==> src/hw/usb_pkg.sv <==
`default_nettype none

package usb_pkg;

  // Token PIDs as reduced by the decoder to two bits
  typedef enum logic [1:0] {
    TOK_OUT   = 2'b00,
    TOK_SOF   = 2'b01,
    TOK_IN    = 2'b10,
    TOK_SETUP = 2'b11
  } pid_tok_e;

  // Handshake PIDs, STALL and NYET are not used by this endpoint
  typedef enum logic [1:0] {
    HSK_ACK = 2'b00,
    HSK_NAK = 2'b10
  } pid_hsk_e;

  typedef enum logic [1:0] {
    DATA0 = 2'b00,
    DATA1 = 2'b10
  } pid_data_e;

  // Decoded token fields
  typedef struct packed {
    pid_tok_e   kind;
    logic [6:0] addr;
    logic [3:0] endp;
  } token_t;

  // One byte of a packet, last marks the final byte
  typedef struct packed {
    logic [7:0] data;
    logic       last;
  } stream_beat_t;

  // Largest full-speed bulk payload
  localparam int MAX_PACKET_BYTES = 64;

endpackage

`default_nettype wire
==> src/hw/usb_bulk_endpoint.sv <==
`default_nettype none

module usb_bulk_endpoint #(
  parameter logic [3:0] ENDPOINT_NUM = 4'd1,
  parameter int         RX_DEPTH     = 128,
  parameter int         TX_DEPTH     = 128
) (
  input  wire logic                  clock_i,
  input  wire logic                  reset_i,
  input  wire logic [6:0]            usb_addr_i,
  // Decoder side
  input  wire logic                  tok_valid_i,
  input  wire usb_pkg::token_t       tok_i,
  input  wire logic                  dat_pid_valid_i,
  input  wire usb_pkg::pid_data_e    dat_pid_i,
  input  wire logic                  rx_valid_i,
  input  wire usb_pkg::stream_beat_t rx_beat_i,
  output      logic                  rx_ready_o,
  input  wire logic                  hsk_valid_i,
  input  wire usb_pkg::pid_hsk_e     hsk_i,
  // Encoder side
  output      logic                  hsk_send_o,
  output      usb_pkg::pid_hsk_e     hsk_type_o,
  input  wire logic                  hsk_sent_i,
  output      logic                  dat_send_o,
  output      usb_pkg::pid_data_e    dat_type_o,
  output      logic                  tx_valid_o,
  output      usb_pkg::stream_beat_t tx_beat_o,
  input  wire logic                  tx_ready_i,
  // Application side
  input  wire logic                  app_push_i,
  input  wire usb_pkg::stream_beat_t app_beat_i,
  output      logic                  app_credit_o,
  output      logic                  app_valid_o,
  output      usb_pkg::stream_beat_t app_beat_o,
  input  wire logic                  app_ready_i
);

  logic                  match_valid;
  usb_pkg::pid_tok_e     match_kind;
  logic                  rx_push;
  usb_pkg::stream_beat_t rx_push_beat;
  logic                  rx_credit;
  logic                  tx_pkt_ready;
  usb_pkg::stream_beat_t fifo_beat;
  logic                  fifo_pop;

  usb_token_filter #(
    .ENDPOINT_NUM(ENDPOINT_NUM)
  ) usb_token_filter_inst (
    .clock_i      (clock_i),
    .reset_i      (reset_i),
    .usb_addr_i   (usb_addr_i),
    .tok_valid_i  (tok_valid_i),
    .tok_i        (tok_i),
    .match_valid_o(match_valid),
    .match_kind_o (match_kind)
  );

  usb_bulk_transfer #(
    .RX_DEPTH(RX_DEPTH)
  ) usb_bulk_transfer_inst (
    .clock_i        (clock_i),
    .reset_i        (reset_i),
    .match_valid_i  (match_valid),
    .match_kind_i   (match_kind),
    .dat_pid_valid_i(dat_pid_valid_i),
    .dat_pid_i      (dat_pid_i),
    .rx_valid_i     (rx_valid_i),
    .rx_beat_i      (rx_beat_i),
    .hsk_sent_i     (hsk_sent_i),
    .hsk_valid_i    (hsk_valid_i),
    .hsk_i          (hsk_i),
    .tx_ready_i     (tx_ready_i),
    .rx_credit_i    (rx_credit),
    .tx_pkt_ready_i (tx_pkt_ready),
    .fifo_beat_i    (fifo_beat),
    .rx_ready_o     (rx_ready_o),
    .hsk_send_o     (hsk_send_o),
    .hsk_type_o     (hsk_type_o),
    .dat_send_o     (dat_send_o),
    .dat_type_o     (dat_type_o),
    .tx_valid_o     (tx_valid_o),
    .tx_beat_o      (tx_beat_o),
    .rx_push_o      (rx_push),
    .rx_push_beat_o (rx_push_beat),
    .fifo_pop_o     (fifo_pop)
  );

  // Host to application, credits return to the FSM
  usb_credit_fifo #(
    .payload_t(usb_pkg::stream_beat_t),
    .DEPTH    (RX_DEPTH)
  ) rx_fifo (
    .clock_i    (clock_i),
    .reset_i    (reset_i),
    .push_i     (rx_push),
    .push_data_i(rx_push_beat),
    .pop_ready_i(app_ready_i),
    .pop_valid_o(app_valid_o),
    .pop_data_o (app_beat_o),
    .credit_o   (rx_credit),
    .pkt_ready_o()
  );

  // Application to host, credits return to the application
  usb_credit_fifo #(
    .payload_t(usb_pkg::stream_beat_t),
    .DEPTH    (TX_DEPTH)
  ) tx_fifo (
    .clock_i    (clock_i),
    .reset_i    (reset_i),
    .push_i     (app_push_i),
    .push_data_i(app_beat_i),
    .pop_ready_i(fifo_pop),
    .pop_valid_o(),
    .pop_data_o (fifo_beat),
    .credit_o   (app_credit_o),
    .pkt_ready_o(tx_pkt_ready)
  );

endmodule

`default_nettype wire

==> src/hw/usb_bulk_transfer.sv <==
`default_nettype none

module usb_bulk_transfer #(
  parameter int RX_DEPTH = 128
) (
  input  wire logic                  clock_i,
  input  wire logic                  reset_i,
  input  wire logic                  match_valid_i,
  input  wire usb_pkg::pid_tok_e     match_kind_i,
  input  wire logic                  dat_pid_valid_i,
  input  wire usb_pkg::pid_data_e    dat_pid_i,
  input  wire logic                  rx_valid_i,
  input  wire usb_pkg::stream_beat_t rx_beat_i,
  input  wire logic                  hsk_sent_i,
  input  wire logic                  hsk_valid_i,
  input  wire usb_pkg::pid_hsk_e     hsk_i,
  input  wire logic                  tx_ready_i,
  input  wire logic                  rx_credit_i,
  input  wire logic                  tx_pkt_ready_i,
  input  wire usb_pkg::stream_beat_t fifo_beat_i,
  output      logic                  rx_ready_o,
  output      logic                  hsk_send_o,
  output      usb_pkg::pid_hsk_e     hsk_type_o,
  output      logic                  dat_send_o,
  output      usb_pkg::pid_data_e    dat_type_o,
  output      logic                  tx_valid_o,
  output      usb_pkg::stream_beat_t tx_beat_o,
  output      logic                  rx_push_o,
  output      usb_pkg::stream_beat_t rx_push_beat_o,
  output      logic                  fifo_pop_o
);

  localparam int CW = $clog2(RX_DEPTH + 1);

  typedef enum logic [2:0] {
    ST_IDLE,
    ST_DATI_TX,
    ST_DATI_ACK,
    ST_DATO_RX,
    ST_DATO_HSK
  } state_e;

  state_e             state;
  logic               in_start_q;
  usb_pkg::pid_data_e out_toggle;
  usb_pkg::pid_data_e in_toggle;
  logic               rx_write_q;
  usb_pkg::pid_hsk_e  rx_hsk_q;
  logic [CW-1:0]      rx_credits;
  logic               credits_ok;
  logic               rx_fire;

  function automatic usb_pkg::pid_data_e next_toggle(input usb_pkg::pid_data_e t);
    return (t == usb_pkg::DATA0) ? usb_pkg::DATA1 : usb_pkg::DATA0;
  endfunction

  assign rx_ready_o = (state == ST_DATO_RX);
  assign rx_fire = rx_valid_i && rx_ready_o;
  // Bytes of NAKed or duplicate packets are consumed but never stored
  assign rx_push_o = rx_fire && rx_write_q;
  assign rx_push_beat_o = rx_beat_i;

  // Bytes follow the cycle after the DATA PID request
  assign tx_valid_o = (state == ST_DATI_TX) && !dat_send_o;
  assign tx_beat_o = fifo_beat_i;
  assign fifo_pop_o = tx_valid_o && tx_ready_i;

  assign credits_ok = (rx_credits >= CW'(usb_pkg::MAX_PACKET_BYTES));

  // Receive buffer space, one credit per stored byte
  always_ff @(posedge clock_i) begin
    if (reset_i) begin
      rx_credits <= CW'(RX_DEPTH);
    end else if (rx_credit_i && !rx_push_o) begin
      rx_credits <= rx_credits + 1'b1;
    end else if (!rx_credit_i && rx_push_o) begin
      rx_credits <= rx_credits - 1'b1;
    end
  end

  // Decide the fate of an OUT packet when its DATA PID shows up
  always_ff @(posedge clock_i) begin
    if (reset_i) begin
      rx_write_q <= 1'b0;
      rx_hsk_q   <= usb_pkg::HSK_ACK;
    end else if (dat_pid_valid_i) begin
      rx_write_q <= credits_ok && (dat_pid_i == out_toggle);
      rx_hsk_q   <= credits_ok ? usb_pkg::HSK_ACK : usb_pkg::HSK_NAK;
    end
  end

  always_ff @(posedge clock_i) begin
    if (reset_i) begin
      state      <= ST_IDLE;
      in_start_q <= 1'b0;
      hsk_send_o <= 1'b0;
      hsk_type_o <= usb_pkg::HSK_ACK;
      dat_send_o <= 1'b0;
      dat_type_o <= usb_pkg::DATA0;
      out_toggle <= usb_pkg::DATA0;
      in_toggle  <= usb_pkg::DATA0;
    end else begin
      hsk_send_o <= 1'b0;
      dat_send_o <= 1'b0;
      in_start_q <= 1'b0;
      case (state)
        ST_IDLE: begin
          // IN answer goes out two cycles after the matched token
          if (in_start_q) begin
            if (tx_pkt_ready_i) begin
              dat_send_o <= 1'b1;
              dat_type_o <= in_toggle;
              state      <= ST_DATI_TX;
            end else begin
              hsk_send_o <= 1'b1;
              hsk_type_o <= usb_pkg::HSK_NAK;
              state      <= ST_DATO_HSK;
            end
          end else if (match_valid_i) begin
            if (match_kind_i == usb_pkg::TOK_IN) begin
              in_start_q <= 1'b1;
            end else if (match_kind_i == usb_pkg::TOK_OUT) begin
              state <= ST_DATO_RX;
            end
          end
        end
        ST_DATO_RX: begin
          if (rx_fire && rx_beat_i.last) begin
            hsk_send_o <= 1'b1;
            hsk_type_o <= rx_hsk_q;
            if (rx_write_q) begin
              out_toggle <= next_toggle(out_toggle);
            end
            state <= ST_DATO_HSK;
          end
        end
        // Also used while an IN NAK is being sent
        ST_DATO_HSK: begin
          if (hsk_sent_i) begin
            state <= ST_IDLE;
          end
        end
        ST_DATI_TX: begin
          if (fifo_pop_o && fifo_beat_i.last) begin
            state <= ST_DATI_ACK;
          end
        end
        ST_DATI_ACK: begin
          if (hsk_valid_i) begin
            if (hsk_i == usb_pkg::HSK_ACK) begin
              in_toggle <= next_toggle(in_toggle);
            end
            state <= ST_IDLE;
          end
        end
        default: begin
          state <= ST_IDLE;
        end
      endcase
    end
  end

endmodule

`default_nettype wire

==> src/hw/usb_credit_fifo.sv <==
`default_nettype none

module usb_credit_fifo #(
  parameter type payload_t = usb_pkg::stream_beat_t,
  parameter int  DEPTH     = 128
) (
  input  wire logic     clock_i,
  input  wire logic     reset_i,
  input  wire logic     push_i,
  input  wire payload_t push_data_i,
  input  wire logic     pop_ready_i,
  output      logic     pop_valid_o,
  output      payload_t pop_data_o,
  output      logic     credit_o,
  output      logic     pkt_ready_o
);

  localparam int AW = (DEPTH > 1) ? $clog2(DEPTH) : 1;
  localparam int CW = $clog2(DEPTH + 1);

  payload_t        mem [DEPTH];
  logic [AW-1:0]   wr_ptr;
  logic [AW-1:0]   rd_ptr;
  logic [CW-1:0]   count;
  logic [CW-1:0]   pkt_count;
  logic            do_push;
  logic            do_pop;

  // The writer holds credits, so a push into a full buffer is a protocol error
  assign do_push = push_i && (count != CW'(DEPTH));
  assign do_pop = pop_valid_o && pop_ready_i;

  assign pop_valid_o = (count != '0);
  assign pop_data_o = mem[rd_ptr];
  assign pkt_ready_o = (pkt_count != '0);

  always_ff @(posedge clock_i) begin
    if (do_push) begin
      mem[wr_ptr] <= push_data_i;
    end
  end

  always_ff @(posedge clock_i) begin
    if (reset_i) begin
      wr_ptr    <= '0;
      rd_ptr    <= '0;
      count     <= '0;
      pkt_count <= '0;
      credit_o  <= 1'b0;
    end else begin
      if (do_push) begin
        wr_ptr <= (wr_ptr == AW'(DEPTH - 1)) ? '0 : wr_ptr + 1'b1;
      end
      if (do_pop) begin
        rd_ptr <= (rd_ptr == AW'(DEPTH - 1)) ? '0 : rd_ptr + 1'b1;
      end
      count <= count + CW'(do_push) - CW'(do_pop);
      // Complete packets stored, counted by their last beats
      pkt_count <= pkt_count + CW'(do_push && push_data_i.last)
                             - CW'(do_pop && pop_data_o.last);
      // One credit back to the writer per beat that leaves
      credit_o <= do_pop;
    end
  end

endmodule

`default_nettype wire

==> src/hw/usb_token_filter.sv <==
`default_nettype none

module usb_token_filter #(
  parameter logic [3:0] ENDPOINT_NUM = 4'd1
) (
  input  wire logic                clock_i,
  input  wire logic                reset_i,
  input  wire logic [6:0]          usb_addr_i,
  input  wire logic                tok_valid_i,
  input  wire usb_pkg::token_t     tok_i,
  output      logic                match_valid_o,
  output      usb_pkg::pid_tok_e   match_kind_o
);

  logic            tok_valid_q;
  usb_pkg::token_t tok_q;
  logic            kind_ok;
  logic            target_ok;

  // First stage, capture the token as the decoder presents it
  always_ff @(posedge clock_i) begin
    if (reset_i) begin
      tok_valid_q <= 1'b0;
    end else begin
      tok_valid_q <= tok_valid_i;
    end
  end

  always_ff @(posedge clock_i) begin
    if (tok_valid_i) begin
      tok_q <= tok_i;
    end
  end

  // SOF and SETUP never reach the bulk FSM
  assign kind_ok = (tok_q.kind == usb_pkg::TOK_OUT) || (tok_q.kind == usb_pkg::TOK_IN);
  assign target_ok = (tok_q.addr == usb_addr_i) && (tok_q.endp == ENDPOINT_NUM);

  // Second stage, one pulse per matching token
  always_ff @(posedge clock_i) begin
    if (reset_i) begin
      match_valid_o <= 1'b0;
      match_kind_o  <= usb_pkg::TOK_OUT;
    end else begin
      match_valid_o <= tok_valid_q && kind_ok && target_ok;
      if (tok_valid_q) begin
        match_kind_o <= tok_q.kind;
      end
    end
  end

endmodule

`default_nettype wire

==> config.mk <==
export PLATFORM = sky130hd
export DESIGN_NAME = usb_bulk_endpoint
export DESIGN_NICKNAME = d
export VERILOG_FILES = /design/src/hw/usb_pkg.sv /design/src/hw/usb_bulk_endpoint.sv /design/src/hw/usb_bulk_transfer.sv /design/src/hw/usb_credit_fifo.sv /design/src/hw/usb_token_filter.sv
export SDC_FILE = /design/constraint.sdc
export NUM_CORES = 2
export LEC_CHECK = 0
export BUFFER_PORTS_ARGS = -buffer_cell sky130_fd_sc_hd__buf_2
export CORE_MARGIN = 1.5
export CORE_UTILIZATION = 25
export DETAILED_ROUTE_END_ITERATION = 8
export PLACE_DENSITY = 0.4
export SYNTH_ARGS = -nofsm -noshare
export SYNTH_HDL_FRONTEND = slang
export SYNTH_SLANG_ARGS = --single-unit
==> constraint.sdc <==
create_clock -name clock_i -period 11.3 [get_ports clock_i]
set_input_delay 1.13 -clock clock_i [delete_from_list [all_inputs] [get_ports clock_i]]
set_output_delay 1.13 -clock clock_i [all_outputs]
set_load 0.05 [all_outputs]
# == After elaboration in Yosys (flattened, before gate mapping) ==
# Memories as Yosys holds them, arrays and structs flattened. A register that Yosys moved wholly into a read port is not among the register bits.
# Index checks and enable logic that the tools add are counted.
# totals
regBits,96
ramBits,2304
in_bits,52
out_inout_bits,28
elab_cells,145
mem_count,2
# mem_list
memory,depth,width,rd,rd_ports_with_merged_regs,write_ports,line,text
rx_fifo.mem,128,9,1,1,1,usb_credit_fifo.sv:21,payload_t mem [DEPTH];
tx_fifo.mem,128,9,1,1,1,usb_credit_fifo.sv:21,
# op_classes
n_addsub,12
n_lt_le_gt_ge,1
eq_ne,24
n_mux,37
n_bitwise,3
reduce_logical,40
# op_table
operator,count
7-bit 2-to-1 mux,8
7-bit by 1-bit adder with 7-bit output (second input constant),4
7-bit == test (second input constant),4
3-bit 2-to-1 mux,9
8-bit by 1-bit adder with 8-bit output,3
8-bit nonzero test,3
8-bit by 1-bit subtractor with 8-bit output,3
1-bit logical AND,18
8-bit 2-to-1 mux,2
8-bit != test (second input constant),2
3-bit case mux with 5 select lines,1
2-bit 2-to-1 mux,6
2-bit logical NOT,5
2-bit != test (second input constant),5
1-bit 2-to-1 mux,9
3-bit AND reduction,3
8-bit by 1-bit adder with 8-bit output (second input constant),1
8-bit by 7-bit >= comparator with 1-bit output (second input constant),1
8-bit by 1-bit subtractor with 8-bit output (second input constant),1
7-bit == test,1
7-bit AND reduction,1
3-bit by 2-bit == test with 1-bit output (second input constant),2
3-bit by 2-bit != test with 1-bit output (second input constant),2
2-bit == test (second input constant),2
16 further kinds,21

# == Depth between registers and ports, before layout ==
# logic_depth
word_depth,6
mapped_depth,21
mapped_depth_nobuf,19

# == By module ==
# Synthesis repeated with hierarchy kept, for this count alone.
# hier_totals
cells_unflattened,4637
area_unflattened_um2,94769.6
# modules_own_cells
module,instances,cells_each,area_per_inst_um2,seq_area_each_um2
usb_credit_fifo (rx_fifo),1,2280,46472.1,35353.9
usb_credit_fifo (tx_fifo),1,2165,46355.7,35353.9
usb_bulk_transfer,1,157,1331.3,400.4
usb_token_filter,1,35,610.6,470.5

# == Least setup slack after synthesis ==
# OpenSTA, ideal clock, no wires.
# synth_timing
path_kind,reg-to-reg
startpoint,register usb_bulk_transfer_inst.dat_send_o
endpoint,register tx_fifo.count[6]
setup_time_ns,0.128
arrival_time_ns,4.419
required_time_ns,11.172
slack_ns,6.754
path_stages_with_launch,17
n_path_buf,0
synth_period_minus_slack_ns,4.546
cell_sequence,dfxtp_1 > nor4b_1 > nand2_1 > a21o_1 > clkinv_1 > ha_1 > inv_1 > ha_1 > inv_1 > fa_1 > nand2b_1 > a21oi_1 > o21ai_0 > a21oi_1 > nor2_1 > xor2_1 > nor2_1
# synth_via
elab_chain_cells,5
# synth_lines
element,line,text
"start, declared",usb_bulk_transfer.sv:24,"output logic dat_send_o,"
"start signal, assigned",usb_bulk_transfer.sv:98,dat_send_o <= 1'b0;
"start signal, assigned",usb_bulk_transfer.sv:104,dat_send_o <= 1'b0;
"start signal, assigned",usb_bulk_transfer.sv:111,dat_send_o <= 1'b1;
1-bit logical NOT,usb_bulk_transfer.sv:64,assign tx_valid_o = (state == ST_DATI_TX) && !dat_send_o;
1-bit logical AND,usb_bulk_transfer.sv:64,
via tx_valid_o,usb_bulk_endpoint.sv:27,"output logic tx_valid_o,"
1-bit logical AND,usb_bulk_transfer.sv:66,assign fifo_pop_o = tx_valid_o && tx_ready_i;
1-bit logical AND,usb_credit_fifo.sv:31,assign do_pop = pop_valid_o && pop_ready_i;
via tx_fifo.do_pop,usb_credit_fifo.sv:27,logic do_pop;
8-bit by 1-bit subtractor with 8-bit output,usb_credit_fifo.sv:57,count <= count + CW'(do_push) - CW'(do_pop);
"end signal, assigned",usb_credit_fifo.sv:57,
"end, declared",usb_credit_fifo.sv:24,logic [CW-1:0] count;
# The timed path passes the listed nets, and every way through them passes these cells.
# A chain may end at the register's enable or synchronous reset.

==> run_results.csv <==
group,metric,value,unit
outcome,outcome,"completed",
timing,setup_slack,4.59,ns
clocking,cts_hold_buf,0,
synth,synthCells,4234,
drt,drc,0,
die,die_area,379000,um^2
synth,async_reset_ff_frac,0,
synth,syn_area,93800,um^2
synth,synth_flop_cell,"edfxtp_1",
synth,synth_top_area_cell,"edfxtp_1",
clocking,cts.sinks,2409,
min_path,hp-class,"input port to register",
setup_path,critical_path_class,"register to output pin",
clocking,htreeDepth,5,
placement,hpwl,146000,um
pwr,p_leak,0.0325,uW
synth,synth_edf_count,2317,
drt,drtAntennaViolNets,0,
die,coreArea,373000,um^2
setup_path,worst_setup_path_start_kind,"register",
setup_path,arrival,5.58,ns
timing,slew_headroom,0.0988,
clocking,numCtsBuffers,288,
grt,grt_max_degree,127,
timing,fin_crit,6.71,ns
synth,yosysWarnings,0,
drt,firstDrtPassIters,7,
grt,overflow,0,
drt,routed_wl,248000,um
timing,setup_tns,0,ns
synth,synth_top_cells_by_count,"edfxtp_1 (2,317), mux4_2 (709), nor2_1 (352)",
grt,grt_util_all_layers,0.129,
setup_path,cp_common_cell,"mux4_2",
pwr,power,20900,uW
layout,fin_nets,4592,
clocking,cts_root_buffer,"clkbuf_16",
setup_path,crit_required,10.17,ns
timing,finalMaxSlewViolations,0,
drt,routed_via_density,4.41,
clocking,clock_latency,0.92,ns
setup_path,crit_family,"multiplexers",
die,die_x,615,um
synth,yosysMostFrequentCell,"edfxtp_1",
synth,avgSynthCellArea,22.2,um^2
pwr,powerDensity,191,nW/um^2
grt,antenna_found_initial,9,
clocking,clk_pin_slew,0.05,ns
setup_path,critPathSlowestCell,"buf_4",
placement,preCtsSetupSlack,5.22,ns
clocking,cts_tree,"done",
timing,skew,0.0979,ns
drt,wl_per_cell,25.7,um
timing,rsz0062_at_grt,"false",
grt,grt_pass1_vias,45200,
clocking,post_cts_buffers,0,
setup_path,path_cells,"buf_12 > buf_4 > mux4_2 > mux4_2 > mux2i_1 > a22oi_1 > o21a_1 > buf_2",
timing,period_share,0.594,
die,placementRows,224,
die,ios,80,
drt,num_vias,42700,
synth,ys_top_cells_by_area,"edfxtp_1 (74%), mux4_2 (17%), dfxtp_1 (2.0%)",
synth,ys_types,60,
setup_path,crit_fanout,70,
placement,dpl_cell_area,100000,um^2
timing,fmax,149,MHz
timing,tightest_slew,1.34,ns
clocking,cts_resized,0,
timing,setup_viol,0,
drt,drt-initial-drc-count,3566,
placement,gp_congestion,0.750,
layout,stdcell_area,109000,um^2
die,die_y,615,um
synth,yosys.area.top_type_share,0.742,
placement,place_inst,9172,
layout,drive_gt1_frac,0.276,
layout,syn2layout_area_growth,16.6,%
synth,seq_area_frac_synth,0.762,
synth,synth-seq-cells,2409,
run,cap_viol_max_count,0,
setup_path,slowest_delay,0.79,ns
layout,fillCellCount,36400,
setup_path,crit_path_end_kind,"output pin",
layout,final_cells,9681,
grt,grt_pass1_wl,354000,um
pwr,ir_worst_vdd,114,uV
setup_path,path_buf_inv,3,
timing,hold_viol_final,0,
placement,port_buffers,77,
die,start_util,0.252,
clocking,ctsLongestPathBuffers,4,
cell usage in the layout, fill, tap and decap left out, drive strengths merged, types with 23 or more instances in the layout:
| master | Yosys | final |
|---|---|---|
| nor2b | 31 | 31 |
| mux4 | 709 | 709 |
| ha | 46 | 46 |
| dfxtp | 92 | 92 |
| inv | 50 | 64 |
| a21oi | 33 | 33 |
| mux2i | 77 | 77 |
| xor2 | 31 | 31 |
| clkinv | 1 | 99 |
| buf | 119 | 180 |
| nand3 | 23 | 23 |
| clkbuf | 96 | 367 |
| nand2 | 57 | 57 |
| nor2 | 352 | 352 |
| edfxtp | 2317 | 2317 |
path summary, 6_finish.rpt:
kind                                                                     end  slack, ns  cells past startpoint                                           start
worst max-delay path                                            tx_beat_o[3]       4.59                      8                                        register
worst min-delay path               usb_token_filter_inst.tok_q[12]$_DFFE_PP_       0.46                      1                                       tok_i[12]
worst max register to register               tx_fifo.pkt_count[6]$_SDFF_PP0_       5.30                     18                                        register
worst min register to register  usb_bulk_transfer_inst.in_start_q$_SDFF_PP0_       0.48                      2  usb_token_filter_inst.match_valid_o$_SDFF_PP0_
state kept, by name (all words and copies together) (netlist names), 2 cells and up, named ones only:
name,flops
tx_fifo.pkt_count,8
rx_fifo.wr_ptr,7
usb_token_filter_inst.tok_q,13
rx_fifo.mem,1152
tx_fifo.count,8
rx_fifo.count,8
usb_token_filter_inst.match_kind_o,2
tx_fifo.rd_ptr,7
usb_bulk_transfer_inst.state,3
usb_bulk_transfer_inst.rx_credits,8
rx_fifo.rd_ptr,7
tx_fifo.wr_ptr,7
tx_fifo.mem,1152
where the power goes:
part           internal [uW]  switching [uW]  leakage, uW
registers               9850            70.7       0.0216
logic                    862            1120      0.00645
clock network           5320            3720      0.00443
total                  16000            4910       0.0325
logic make-up (layout without fill, tap and decap cells):
family	after synthesis	count (layout)	share of synthesized area
flip-flops	2409	2409	0.762
multiplexers	793	793	0.179
AND/OR/NAND/NOR	538	538	0.0248
buffers and inverters	266	735	0.0130
AO/OA/AOI/OAI	126	126	0.00953
XOR/XNOR	51	51	0.00476
adder cells (fa/ha/maj)	50	50	0.00699
other	1	7	0.0000400
per-stage QoR:
stage | util | hold slack (ns)
after floorplan | - | 0.446
after global placement | 0.269 | 0.462
after detailed placement | 0.269 | 0.468
after CTS | 0.293 | 0.368
after global routing | 0.293 | 0.396
final | 0.293 | 0.461
layout make-up:
| cell class | count | area [um^2] | share of cell area |
|---|---|---|---|
| sequential | 2409 | 71400 | 0.653 |
| multi-input combinational | 1560 | 21200 | 0.193 |
| clock buffer | 367 | 7670 | 0.0701 |
| tap | 4972 | 6220 | 0.0569 |
| clock inverter | 137 | 1410 | 0.0128 |
| timing repair buffer | 180 | 1270 | 0.0116 |
| inverter | 51 | 194 | 0.00177 |
| antenna | 5 | 12.5 | 0.000114 |
layer usage:
layer / wire length, um / vias to the layer above / GRT usage
li1: - / 18200 / -
met1: 115000 / 23300 / 0.182
met2: 118000 / 905 / 0.207
met3: 10700 / 310 / 0.0219
met4: 5380 / 0 / 0.0304
met5: 0 / - / 0
Note: power is estimated with default switching activity, not from simulation.
